<file path="config.mk">
export PLATFORM = sky130hd
export DESIGN_NAME = camera_metering
export DESIGN_NICKNAME = d
export VERILOG_FILES = /design/src/hw/camera_pkg.sv /design/src/hw/bayer_binning.sv /design/src/hw/bayer_crop.sv /design/src/hw/camera_metering.sv /design/src/hw/metering_report.sv /design/src/hw/window_metering.sv
export SDC_FILE = /design/constraint.sdc
export NUM_CORES = 1
export LEC_CHECK = 0
export ABC_AREA = 1
export BUFFER_PORTS_ARGS = -buffer_cell sky130_fd_sc_hd__buf_2
export CORE_ASPECT_RATIO = 1.2
export CORE_MARGIN = 2
export CORE_UTILIZATION = 26
export CTS_CLUSTER_SIZE = 14
export DETAILED_ROUTE_END_ITERATION = 10
export GPL_TIMING_DRIVEN = 0
export HOLD_SLACK_MARGIN = 0.1
export PLACE_DENSITY_LB_ADDON = 0.2
export RECOVER_POWER = 25
export SLEW_MARGIN = 20
export SYNTH_ARGS = -nofsm -noshare
export SYNTH_HDL_FRONTEND = slang
export SYNTH_HIERARCHICAL = 1
export SYNTH_SLANG_ARGS = --single-unit
</file>
<file path="constraint.sdc">
create_clock -name mipi_byte_clock -period 7.1 [get_ports mipi_byte_clock]
set_clock_uncertainty 0.1 [all_clocks]
set_input_delay 0.355 -clock mipi_byte_clock [delete_from_list [all_inputs] [get_ports mipi_byte_clock]]
set_output_delay 0.355 -clock mipi_byte_clock [all_outputs]
set_load 0.01 [all_outputs]
</file>
<file path="src/hw/camera_pkg.sv">
package camera_pkg;

    localparam int SENSOR_WIDTH = 20;
    localparam int SENSOR_HEIGHT = 18;

    // Headroom so the counters never wrap inside a line or frame
    localparam int SENSOR_COORD_BITS =
        $clog2(SENSOR_WIDTH > SENSOR_HEIGHT ? SENSOR_WIDTH : SENSOR_HEIGHT) + 1;

    typedef logic [SENSOR_COORD_BITS-1:0] sensor_coord_t;

    localparam sensor_coord_t CROP_X_START = 2;
    localparam sensor_coord_t CROP_X_END = 17;
    localparam sensor_coord_t CROP_Y_START = 2; // Even, kept area opens on an R G line
    localparam sensor_coord_t CROP_Y_END = 17;

    // Bayer phase of the first kept sample
    localparam bit CROP_ROW_PHASE = CROP_Y_START[0];
    localparam bit CROP_COL_PHASE = CROP_X_START[0];

    localparam int IMAGE_WIDTH = 8;
    localparam int IMAGE_HEIGHT = 8;
    localparam int CENTER_SIZE = 4;

    typedef logic [9:0] raw_pixel_t;
    typedef logic [9:0] color_t;
    typedef logic [7:0] meter_t;
    typedef logic [7:0] drop_count_t;
    typedef logic [$clog2(IMAGE_WIDTH):0] image_coord_t;
    typedef logic [$clog2(IMAGE_WIDTH)-1:0] quad_index_t;

    typedef struct packed {
        raw_pixel_t data;
        logic       line_valid;
        logic       frame_valid;
    } bayer_stream_t;

    typedef struct packed {
        color_t red;
        color_t green;
        color_t blue;
        logic   pixel_valid;
        logic   frame_valid;
    } rgb_stream_t;

    typedef struct packed {
        meter_t red;
        meter_t green;
        meter_t blue;
    } meter_rgb_t;

    typedef struct packed {
        meter_rgb_t  center;
        meter_rgb_t  average;
        drop_count_t dropped;
    } metering_result_t;

endpackage

</file>
<file path="src/hw/bayer_binning.sv">
`timescale 1ns/1ps

module bayer_binning (
    input  logic                      mipi_byte_clock,
    input  logic                      mipi_byte_reset_n,
    input  camera_pkg::bayer_stream_t stream_i,
    output camera_pkg::rgb_stream_t   pixel_o
);

    import camera_pkg::*;

    color_t                red_line [IMAGE_WIDTH]; // R of each quad from the upper row
    color_t                green_line [IMAGE_WIDTH]; // First G of each quad
    raw_pixel_t            sample_q;
    sensor_coord_t         col_count;
    logic                  line_odd;
    logic                  line_valid_q;
    logic                  bottom_row;
    logic                  odd_col;
    quad_index_t           quad;
    logic [$bits(color_t):0] green_sum;
    color_t                red_q;
    color_t                green_q;
    color_t                blue_q;
    logic                  pixel_valid_q;
    logic                  frame_valid_q;

    always_comb begin
        bottom_row = line_odd ^ CROP_ROW_PHASE;
        odd_col    = col_count[0] ^ CROP_COL_PHASE;
        quad       = quad_index_t'(col_count >> 1);
        green_sum  = {1'b0, green_line[quad]} + {1'b0, sample_q};
    end

    always_ff @(posedge mipi_byte_clock or negedge mipi_byte_reset_n) begin
        if (!mipi_byte_reset_n) begin
            col_count     <= '0;
            line_odd      <= 1'b0;
            line_valid_q  <= 1'b0;
            pixel_valid_q <= 1'b0;
            frame_valid_q <= 1'b0;
        end else begin
            line_valid_q  <= stream_i.line_valid;
            frame_valid_q <= stream_i.frame_valid;
            pixel_valid_q <= stream_i.line_valid && bottom_row && odd_col; // B closes the quad

            if (stream_i.line_valid) begin
                col_count <= col_count + 1;
            end else begin
                col_count <= '0;
            end

            if (!stream_i.frame_valid) begin
                line_odd <= 1'b0;
            end else if (line_valid_q && !stream_i.line_valid) begin
                line_odd <= !line_odd;
            end
        end
    end

    // Upper row fills the buffer, lower row reads it back
    always_ff @(posedge mipi_byte_clock) begin
        if (stream_i.line_valid) begin
            if (!odd_col) begin
                sample_q <= stream_i.data; // R above, G2 below
            end else if (!bottom_row) begin
                red_line[quad]   <= sample_q;
                green_line[quad] <= stream_i.data;
            end else begin
                red_q   <= red_line[quad];
                green_q <= green_sum[$bits(color_t):1];
                blue_q  <= stream_i.data;
            end
        end
    end

    always_comb begin
        pixel_o.red         = red_q;
        pixel_o.green       = green_q;
        pixel_o.blue        = blue_q;
        pixel_o.pixel_valid = pixel_valid_q;
        pixel_o.frame_valid = frame_valid_q;
    end

    // Lower row must not run past the buffered quads
    lower_row_width: assert property (
        @(posedge mipi_byte_clock) disable iff (!mipi_byte_reset_n)
        stream_i.line_valid && bottom_row |-> col_count <= CROP_X_END - CROP_X_START
    );

endmodule

</file>
<file path="src/hw/bayer_crop.sv">
`timescale 1ns/1ps

module bayer_crop (
    input  logic                      mipi_byte_clock,
    input  logic                      mipi_byte_reset_n,
    input  camera_pkg::bayer_stream_t stream_i,
    output camera_pkg::bayer_stream_t stream_o
);

    import camera_pkg::*;

    sensor_coord_t x_count;
    sensor_coord_t y_count;
    logic          line_valid_q;
    logic          frame_valid_q;
    logic          keep_q;
    logic          in_window;
    raw_pixel_t    data_q;

    always_comb begin
        in_window = stream_i.line_valid && stream_i.frame_valid
                 && x_count >= CROP_X_START && x_count <= CROP_X_END
                 && y_count >= CROP_Y_START && y_count <= CROP_Y_END;
    end

    always_ff @(posedge mipi_byte_clock or negedge mipi_byte_reset_n) begin
        if (!mipi_byte_reset_n) begin
            x_count       <= '0;
            y_count       <= '0;
            line_valid_q  <= 1'b0;
            frame_valid_q <= 1'b0;
            keep_q        <= 1'b0;
        end else begin
            line_valid_q  <= stream_i.line_valid;
            frame_valid_q <= stream_i.frame_valid;
            keep_q        <= in_window;

            if (stream_i.line_valid) begin
                x_count <= x_count + 1;
            end else begin
                x_count <= '0; // Restart column count between lines
            end

            if (stream_i.frame_valid && !frame_valid_q) begin
                y_count <= '0; // Frame start
            end else if (line_valid_q && !stream_i.line_valid) begin
                y_count <= y_count + 1; // Line end
            end
        end
    end

    always_ff @(posedge mipi_byte_clock) begin
        data_q <= stream_i.data;
    end

    always_comb begin
        stream_o.data        = data_q;
        stream_o.line_valid  = keep_q;
        stream_o.frame_valid = frame_valid_q;
    end

    line_inside_frame: assert property (
        @(posedge mipi_byte_clock) disable iff (!mipi_byte_reset_n)
        stream_i.line_valid |-> stream_i.frame_valid
    );

endmodule

</file>
<file path="src/hw/camera_metering.sv">
`timescale 1ns/1ps

module camera_metering (
    input  logic                         mipi_byte_clock,
    input  logic                         mipi_byte_reset_n,
    input  camera_pkg::bayer_stream_t    bayer_i,
    output camera_pkg::metering_result_t result_o,
    output logic                         result_valid_o,
    input  logic                         result_ready_i
);

    import camera_pkg::*;

    bayer_stream_t cropped;
    rgb_stream_t   binned;
    meter_rgb_t    center_meter;
    meter_rgb_t    average_meter;
    logic          center_ready;
    logic          average_ready;

    bayer_crop crop (
        .mipi_byte_clock   (mipi_byte_clock),
        .mipi_byte_reset_n (mipi_byte_reset_n),
        .stream_i          (bayer_i),
        .stream_o          (cropped)
    );

    bayer_binning binning (
        .mipi_byte_clock   (mipi_byte_clock),
        .mipi_byte_reset_n (mipi_byte_reset_n),
        .stream_i          (cropped),
        .pixel_o           (binned)
    );

    window_metering #(.WINDOW_SIZE(CENTER_SIZE)) center_metering (
        .mipi_byte_clock   (mipi_byte_clock),
        .mipi_byte_reset_n (mipi_byte_reset_n),
        .pixel_i           (binned),
        .meter_o           (center_meter),
        .ready_o           (center_ready)
    );

    window_metering #(.WINDOW_SIZE(IMAGE_WIDTH)) average_metering (
        .mipi_byte_clock   (mipi_byte_clock),
        .mipi_byte_reset_n (mipi_byte_reset_n),
        .pixel_i           (binned),
        .meter_o           (average_meter),
        .ready_o           (average_ready)
    );

    metering_report report (
        .mipi_byte_clock   (mipi_byte_clock),
        .mipi_byte_reset_n (mipi_byte_reset_n),
        .center_i          (center_meter),
        .center_ready_i    (center_ready),
        .average_i         (average_meter),
        .average_ready_i   (average_ready),
        .result_o          (result_o),
        .result_valid_o    (result_valid_o),
        .result_ready_i    (result_ready_i)
    );

endmodule

</file>
<file path="src/hw/metering_report.sv">
`timescale 1ns/1ps

module metering_report (
    input  logic                         mipi_byte_clock,
    input  logic                         mipi_byte_reset_n,
    input  camera_pkg::meter_rgb_t       center_i,
    input  logic                         center_ready_i,
    input  camera_pkg::meter_rgb_t       average_i,
    input  logic                         average_ready_i,
    output camera_pkg::metering_result_t result_o,
    output logic                         result_valid_o,
    input  logic                         result_ready_i
);

    import camera_pkg::*;

    meter_rgb_t  center_q;
    meter_rgb_t  average_q;
    drop_count_t drop_count;
    logic        frame_done;
    logic        slot_free;
    logic        taken;

    always_comb begin
        frame_done = center_ready_i && average_ready_i;
        taken      = result_valid_o && result_ready_i;
        slot_free  = !result_valid_o || result_ready_i; // Slot empties this cycle

        result_o.center  = center_q;
        result_o.average = average_q;
        result_o.dropped = drop_count;
    end

    always_ff @(posedge mipi_byte_clock or negedge mipi_byte_reset_n) begin
        if (!mipi_byte_reset_n) begin
            result_valid_o <= 1'b0;
            drop_count     <= '0;
        end else begin
            if (frame_done && slot_free) begin
                result_valid_o <= 1'b1;
            end else if (taken) begin
                result_valid_o <= 1'b0;
            end

            if (taken) begin
                drop_count <= '0;
            end else if (frame_done && !slot_free && drop_count != '1) begin
                drop_count <= drop_count + 1; // Saturates at 255
            end
        end
    end

    always_ff @(posedge mipi_byte_clock) begin
        if (frame_done && slot_free) begin
            center_q  <= center_i;
            average_q <= average_i;
        end
    end

    // Both meters see the same frame_valid edge
    meters_in_step: assert property (
        @(posedge mipi_byte_clock) disable iff (!mipi_byte_reset_n)
        center_ready_i == average_ready_i
    );

    // Drop count may only climb while the result waits
    result_held: assert property (
        @(posedge mipi_byte_clock) disable iff (!mipi_byte_reset_n)
        result_valid_o && !result_ready_i |=> result_valid_o
            && $stable(result_o.center) && $stable(result_o.average)
            && result_o.dropped >= $past(result_o.dropped)
    );

endmodule

</file>
<file path="src/hw/window_metering.sv">
`timescale 1ns/1ps

module window_metering #(
    parameter int WINDOW_SIZE = camera_pkg::CENTER_SIZE
) (
    input  logic                    mipi_byte_clock,
    input  logic                    mipi_byte_reset_n,
    input  camera_pkg::rgb_stream_t pixel_i,
    output camera_pkg::meter_rgb_t  meter_o,
    output logic                    ready_o
);

    import camera_pkg::*;

    localparam int SUM_WIDTH = $bits(color_t) + 2 * $clog2(WINDOW_SIZE);
    localparam image_coord_t X_FIRST = image_coord_t'((IMAGE_WIDTH - WINDOW_SIZE) / 2);
    localparam image_coord_t Y_FIRST = image_coord_t'((IMAGE_HEIGHT - WINDOW_SIZE) / 2);
    localparam image_coord_t SPAN = image_coord_t'(WINDOW_SIZE);

    typedef logic [SUM_WIDTH-1:0] sum_t;

    image_coord_t x_pos;
    image_coord_t y_pos;
    logic         in_window;
    logic         frame_valid_q;
    logic         frame_end;
    sum_t         red_sum;
    sum_t         green_sum;
    sum_t         blue_sum;

    // Offsets left of or above the window wrap to large values
    always_comb begin
        in_window = pixel_i.pixel_valid
                 && image_coord_t'(x_pos - X_FIRST) < SPAN
                 && image_coord_t'(y_pos - Y_FIRST) < SPAN;
        frame_end = frame_valid_q && !pixel_i.frame_valid;
    end

    always_ff @(posedge mipi_byte_clock or negedge mipi_byte_reset_n) begin
        if (!mipi_byte_reset_n) begin
            x_pos         <= '0;
            y_pos         <= '0;
            frame_valid_q <= 1'b0;
            ready_o       <= 1'b0;
            red_sum       <= '0;
            green_sum     <= '0;
            blue_sum      <= '0;
        end else begin
            frame_valid_q <= pixel_i.frame_valid;
            ready_o       <= frame_end;

            if (!pixel_i.frame_valid) begin
                x_pos <= '0;
                y_pos <= '0;
            end else if (pixel_i.pixel_valid) begin
                if (x_pos == IMAGE_WIDTH - 1) begin
                    x_pos <= '0;
                    y_pos <= y_pos + 1;
                end else begin
                    x_pos <= x_pos + 1;
                end
            end

            if (frame_end) begin
                red_sum   <= '0;
                green_sum <= '0;
                blue_sum  <= '0;
            end else if (in_window) begin
                red_sum   <= red_sum + sum_t'(pixel_i.red);
                green_sum <= green_sum + sum_t'(pixel_i.green);
                blue_sum  <= blue_sum + sum_t'(pixel_i.blue);
            end
        end
    end

    // Top bits of the sum give the average without a divider
    always_ff @(posedge mipi_byte_clock) begin
        if (frame_end) begin
            meter_o.red   <= red_sum[SUM_WIDTH-1 -: $bits(meter_t)];
            meter_o.green <= green_sum[SUM_WIDTH-1 -: $bits(meter_t)];
            meter_o.blue  <= blue_sum[SUM_WIDTH-1 -: $bits(meter_t)];
        end
    end

endmodule

</file>
# == Word level (Yosys, flattened, before mapping) ==
# Memory sizes are Yosys's and may differ from the RTL's. A register that Yosys moved wholly into a read port is not among the register bits.
# Cells that the tools add are included.
# op_classes
muxes,38
addsub,17
order_cmp,8
n_reduce_logical,36
eq_ne,7
n_bitwise,1
# op_table
cell,count
two-way mux 16 bit,6
two-way mux 14 bit,6
adder 16 x 10 -> 16 bit,3
two-way mux 4 bit,12
adder 14 x 10 -> 14 bit,3
two-way mux 6 bit,4
logical AND 1 bit,19
"adder 6 x 1 -> 6 bit, second input constant",3
"adder 4 x 1 -> 4 bit, second input constant",4
two-way mux 8 bit,2
">= comparator 6 x 2 -> 1 bit, second input constant",2
"less-or-equal comparator 6 x 5 -> 1 bit, second input constant",2
adder 10 x 10 -> 11 bit,1
nonzero test 2 bit,5
"adder 8 x 1 -> 8 bit, second input constant",1
"equality test 4 x 3 -> 1 bit, second input constant",2
"less-than comparator 4 x 3 -> 1 bit, second input constant",2
"less-than comparator 4 bit, second input constant",2
two-way mux 1 bit,8
"inequality test 2 x 1 -> 1 bit, second input constant",4
"inequality test 8 bit, second input constant",1
"subtractor 4 x 2 -> 4 bit, second input constant",2
zero test 1 bit,7
AND reduction 2 bit,3
3 further kinds,3
# totals
ramBits,160
output_inout_bits,57
word_cells,149
reg_bits,278
memories,2
# mem_list
memory,depth,width,read_ports,rd_ports_with_merged_regs,write_ports,line,text
binning.green_line,8,10,1,0,1,bayer_binning.sv:13,color_t green_line [IMAGE_WIDTH];
binning.red_line,8,10,1,1,1,bayer_binning.sv:12,color_t red_line [IMAGE_WIDTH];

# == Longest topological paths before layout ==
# depth
depth_word,7
ltp_mapped,18
mapped_depth_nobuf,18

# == By module ==
# The synthesis kept the hierarchy.
# modules_own_cells
module,seq_area_each_um2,instances,cells_each,area_per_inst_um2
bayer_binning,6206.0,1,524,7923.8
window_metering at average_metering,2172.1,1,630,4933.5
window_metering at center_metering,2021.9,1,589,4769.6
metering_report,1666.6,1,124,1995.7
bayer_crop,575.6,1,111,1046.0

# == Least setup slack after synthesis ==
# No wires, ideal clock.
# synth_path
path_type,register -> register
start,register report.result_valid_o
end,register report.average_q (netlist bit report/result_o[10]) (enable)
path_slack_ns,3.592
t_arrival_ns,2.938
path_stages_with_launch,3
required_ns,6.530
synth_period_minus_slack_ns,3.508
path_cell_list,dfrtp_1 nand2_2 a21oi_1
# synth_via
elab_chain_len,3
# synth_rtl
item,line,text
from (decl),metering_report.sv:11,"output logic result_valid_o,"
from (signal assigned),metering_report.sv:36,result_valid_o <= 1'b0;
from (signal assigned),metering_report.sv:40,result_valid_o <= 1'b1;
from (signal assigned),metering_report.sv:42,result_valid_o <= 1'b0;
zero test 1 bit,metering_report.sv:27,slot_free = !result_valid_o || result_ready_i;
logical OR 1 bit,metering_report.sv:27,
logical AND 1 bit,metering_report.sv:54,if (frame_done && slot_free) begin
to (signal assigned),metering_report.sv:56,average_q <= average_i;
to (decl),metering_report.sv:18,meter_rgb_t average_q;
# Every way passes these cells.
# A chain may end at the register's enable or synchronous reset.

# == Final worst setup path ==
# layout_path
start,register binning.col_count[3]
end,"register binning.green_q[7], data pin"
# layout_via
elab_chain_len,2
# layout_rtl
item,line,text
from (decl),bayer_binning.sv:15,sensor_coord_t col_count;
from (signal assigned),bayer_binning.sv:48,col_count <= col_count + 1;
memory (8 x 10 bit),n/a,
adder 10 x 10 -> 11 bit,bayer_binning.sv:32,"green_sum = {1'b0, green_line[quad]} + {1'b0, sample_q};"
via binning.green_sum[8],bayer_binning.sv:21,logic [$bits(color_t):0] green_sum;
to (signal assigned),bayer_binning.sv:71,green_q <= green_sum[$bits(color_t):1];
to (decl),bayer_binning.sv:23,color_t green_q;
# The timed path passes the listed nets, and every way through them passes these cells.

==> metrics.txt <==
initial core utilization 26.20%; All-Layer GR Usage 12.82%; sequential element share of the synthesized area 61.17%; number of antenna violations at the first check in global routing 0; failing checks capacitance limit, slew limit; Setup Buffers After CTS 0; Post-Syn Nets 2087; hold worst-path end crop/data_q[1]$_DFF_P_; Peak VDD IR 0.0001559 V; grt ovf 0; most common cell in the netlist nand2_1; worst path arrival time 3.54 ns; top_reg_cell synth edfxtp_1; area leader, netlist edfxtp_1; FF-to-FF path depth 13; Yosys warning count 6; static leakage 10.54 nW; CTS H-tree lvls 2; Slew @ Worst Pin 2.458 ns; status finished, violations left; Setup Crit Path Kind reg -> reg; clock sink total 448; Reg2Reg Launch Point binning/col_count[3]$_DFF_PN0_; Cell Area, Synth 0.02067 sq mm; Synth area leaders edfxtp_1 (43%), dfrtp_1 (17%), nand2_1 (9.2%); required time worst endpoint 7.32 ns; Die ar. 0.08177 sq mm; max-cap violation count 1; ANT cells 0; Final min period 3.315 ns; pwr dens 226.0 mW/mm^2; TritonRoute pass-1 iters 5; Syn Inst Count 1978; Die W 261.4 microns; CTS tree yes; die height 312.9 microns; Nets 2239; Routed WL 51370 microns; clock root cell clkbuf_16; hold crit path type in -> reg; vias in the first global route 13990; Resized Gates After CTS 0; Post-DRT Antenna Nets 0; Fin Setup TNS 0 ns; P&R area growth vs syn 18.28%; most common library cells after synthesis nand2_1 (507), edfxtp_1 (296), inv_1 (199); CP startpoint kind register; Hold-fix buffers, CTS 14; drt via density 4.375; GP Congestion 0.8722; largest net degree at the start of global routing 56; post-synthesis area per instance 10.45 sq um; fin crit share 46.69%; DPL Wire Length 37050 microns; Reg clk slew, reported paths 0.06 ns; fmax 301.7 MHz; first-pass GRT wire length 80830 microns; share of layout cells above drive strength 1 12.67%; RSZ-0062 raised after global routing no; crit-path max FO 10; distinct cell type count after synthesis 59; Iteration-0 DRC Markers 875; Remaining DRCs 0; min-delay src bayer_i[3]; Slew Limit Fails 38; core area 0.07889 sq mm; row cnt 113; Top Ports 72; vias post-DR 14020; final setup fails 0; Max Buffers Root-to-Sink 3; R2R Setup Slk 3.79 ns; Post-synth ARST share 31.70%; drt wl/cell 16.03 microns; # port buffers 71; hold path depth 2; Fin. Hold Viols 0; EDFF count, synth 296; TritonCTS Buffers 48; worst skew pair latency 0.60 ns; Yosys reg bits 448; Slew headroom -63.89%; final core area utilization 30.99%; Critical Path End Type register; R2R Path End binning/green_q[7]$_DFFE_PP_; top-area cell type share of the netlist area 43.01%
## worst max-delay path, cell delays in order, from the launching register on
cell      delay (ns)
dfrtp_1         0.44
nand2_1         0.18
inv_2           0.07
nand2_2         0.17
inv_2           0.15
buf_2           0.25
a221oi_1        0.33
nand2_1         0.21
ha_1            0.40
nand2_1         0.08
o21ai_0         0.26
a21oi_1         0.10
o21ai_0         0.20
xor2_1          0.09
## how the worst max path moves through the flow
stage                                    endpoint                         startpoint  cells past startpoint
global placement    report/result_o[48]$_DFFE_PP_                     result_ready_i                      3
finish               binning/green_q[7]$_DFFE_PP_     binning/col_count[3]$_DFF_PN0_                     13
CTS                  binning/green_q[8]$_DFFE_PP_     binning/col_count[1]$_DFF_PN0_                     14
global route         binning/green_q[7]$_DFFE_PP_     binning/col_count[1]$_DFF_PN0_                     12
detailed placement   binning/green_q[7]$_DFFE_PP_     binning/col_count[2]$_DFF_PN0_                     13
floorplan           report/result_o[10]$_DFFE_PP_  report/result_valid_o$_DFFE_PN0P_                      2
## per-stage QoR
step | cells | setup slack, ns | power, mW | hold WS, ns | cell area [sq um]
after floorplan | 1978 | 3.592 | 2.963 | -0.04059 | 20670
after global placement | 3084 | 2.154 | 3.028 | 0.3045 | 22320
after detailed placement | 3101 | 3.798 | 3.038 | 0.1729 | 22750
after CTS | 3205 | 3.744 | 5.617 | 0.1441 | 24470
after global routing | 3205 | 3.568 | 5.742 | 0.2924 | 24450
final | 3205 | 3.785 | 5.524 | 0.2974 | 24450
## cells in the final DEF, fill, tap and decap left out, types with 23 or more instances in the layout
master / n
nand2_1: 507
inv_1: 200
a221oi_1: 23
nor2_1: 174
dfrtp_1: 142
o21ai_0: 44
ha_1: 87
edfxtp_1: 296
a21oi_1: 98
buf_2: 76
nand3_1: 134
clkbuf_16: 49
## kinds of logic (layout without fill, tap and decap cells)
kind of cell,Yosys count,in the layout,synth area share [%]
flops,448,448,61.17
simple gates,910,910,19.00
fa+ha+maj,94,94,5.945
xor+xnor,23,23,0.9746
buf+inv,254,446,5.406
compound gates,249,249,7.513
## registers in the layout, indices dropped and copies added, names as in the netlist, 16 cells and up
name and cells:
average_metering/blue_sum 16, average_metering/green_sum 16, average_metering/meter_o 24, average_metering/red_sum 16
binning/green_line 80, binning/red_line 80, center_metering/meter_o 24, report/result_o 48
## final cells by class
| type | instances | area (sq um) |
|---|---|---|
| fill | 8102 | 54450 |
| sequential | 448 | 12640 |
| multi-input combinational | 1276 | 6983 |
| clock buffer | 60 | 1308 |
| tap | 1035 | 1295 |
| inverter | 220 | 840.8 |
| timing repair buffer | 102 | 833.3 |
| clock inverter | 30 | 275.3 |
| buffer | 34 | 269.0 |
## report_power, final
group	leakage (nW)	internal [mW]	switching [mW]
logic	4.86	0.0502	0.0965
clock network	0.775	1.46	1.08
registers	4.90	2.80	0.0323
## layer usage
layer	vias up	wire length (microns)	global-route usage [%]
met5	-	0	0
met4	0	1776	4.959
met3	88	1768	1.666
met2	215	25550	22.52
met1	6686	22280	15.87
li1	7032	-	-
Power figures use the tool's default switching activity.
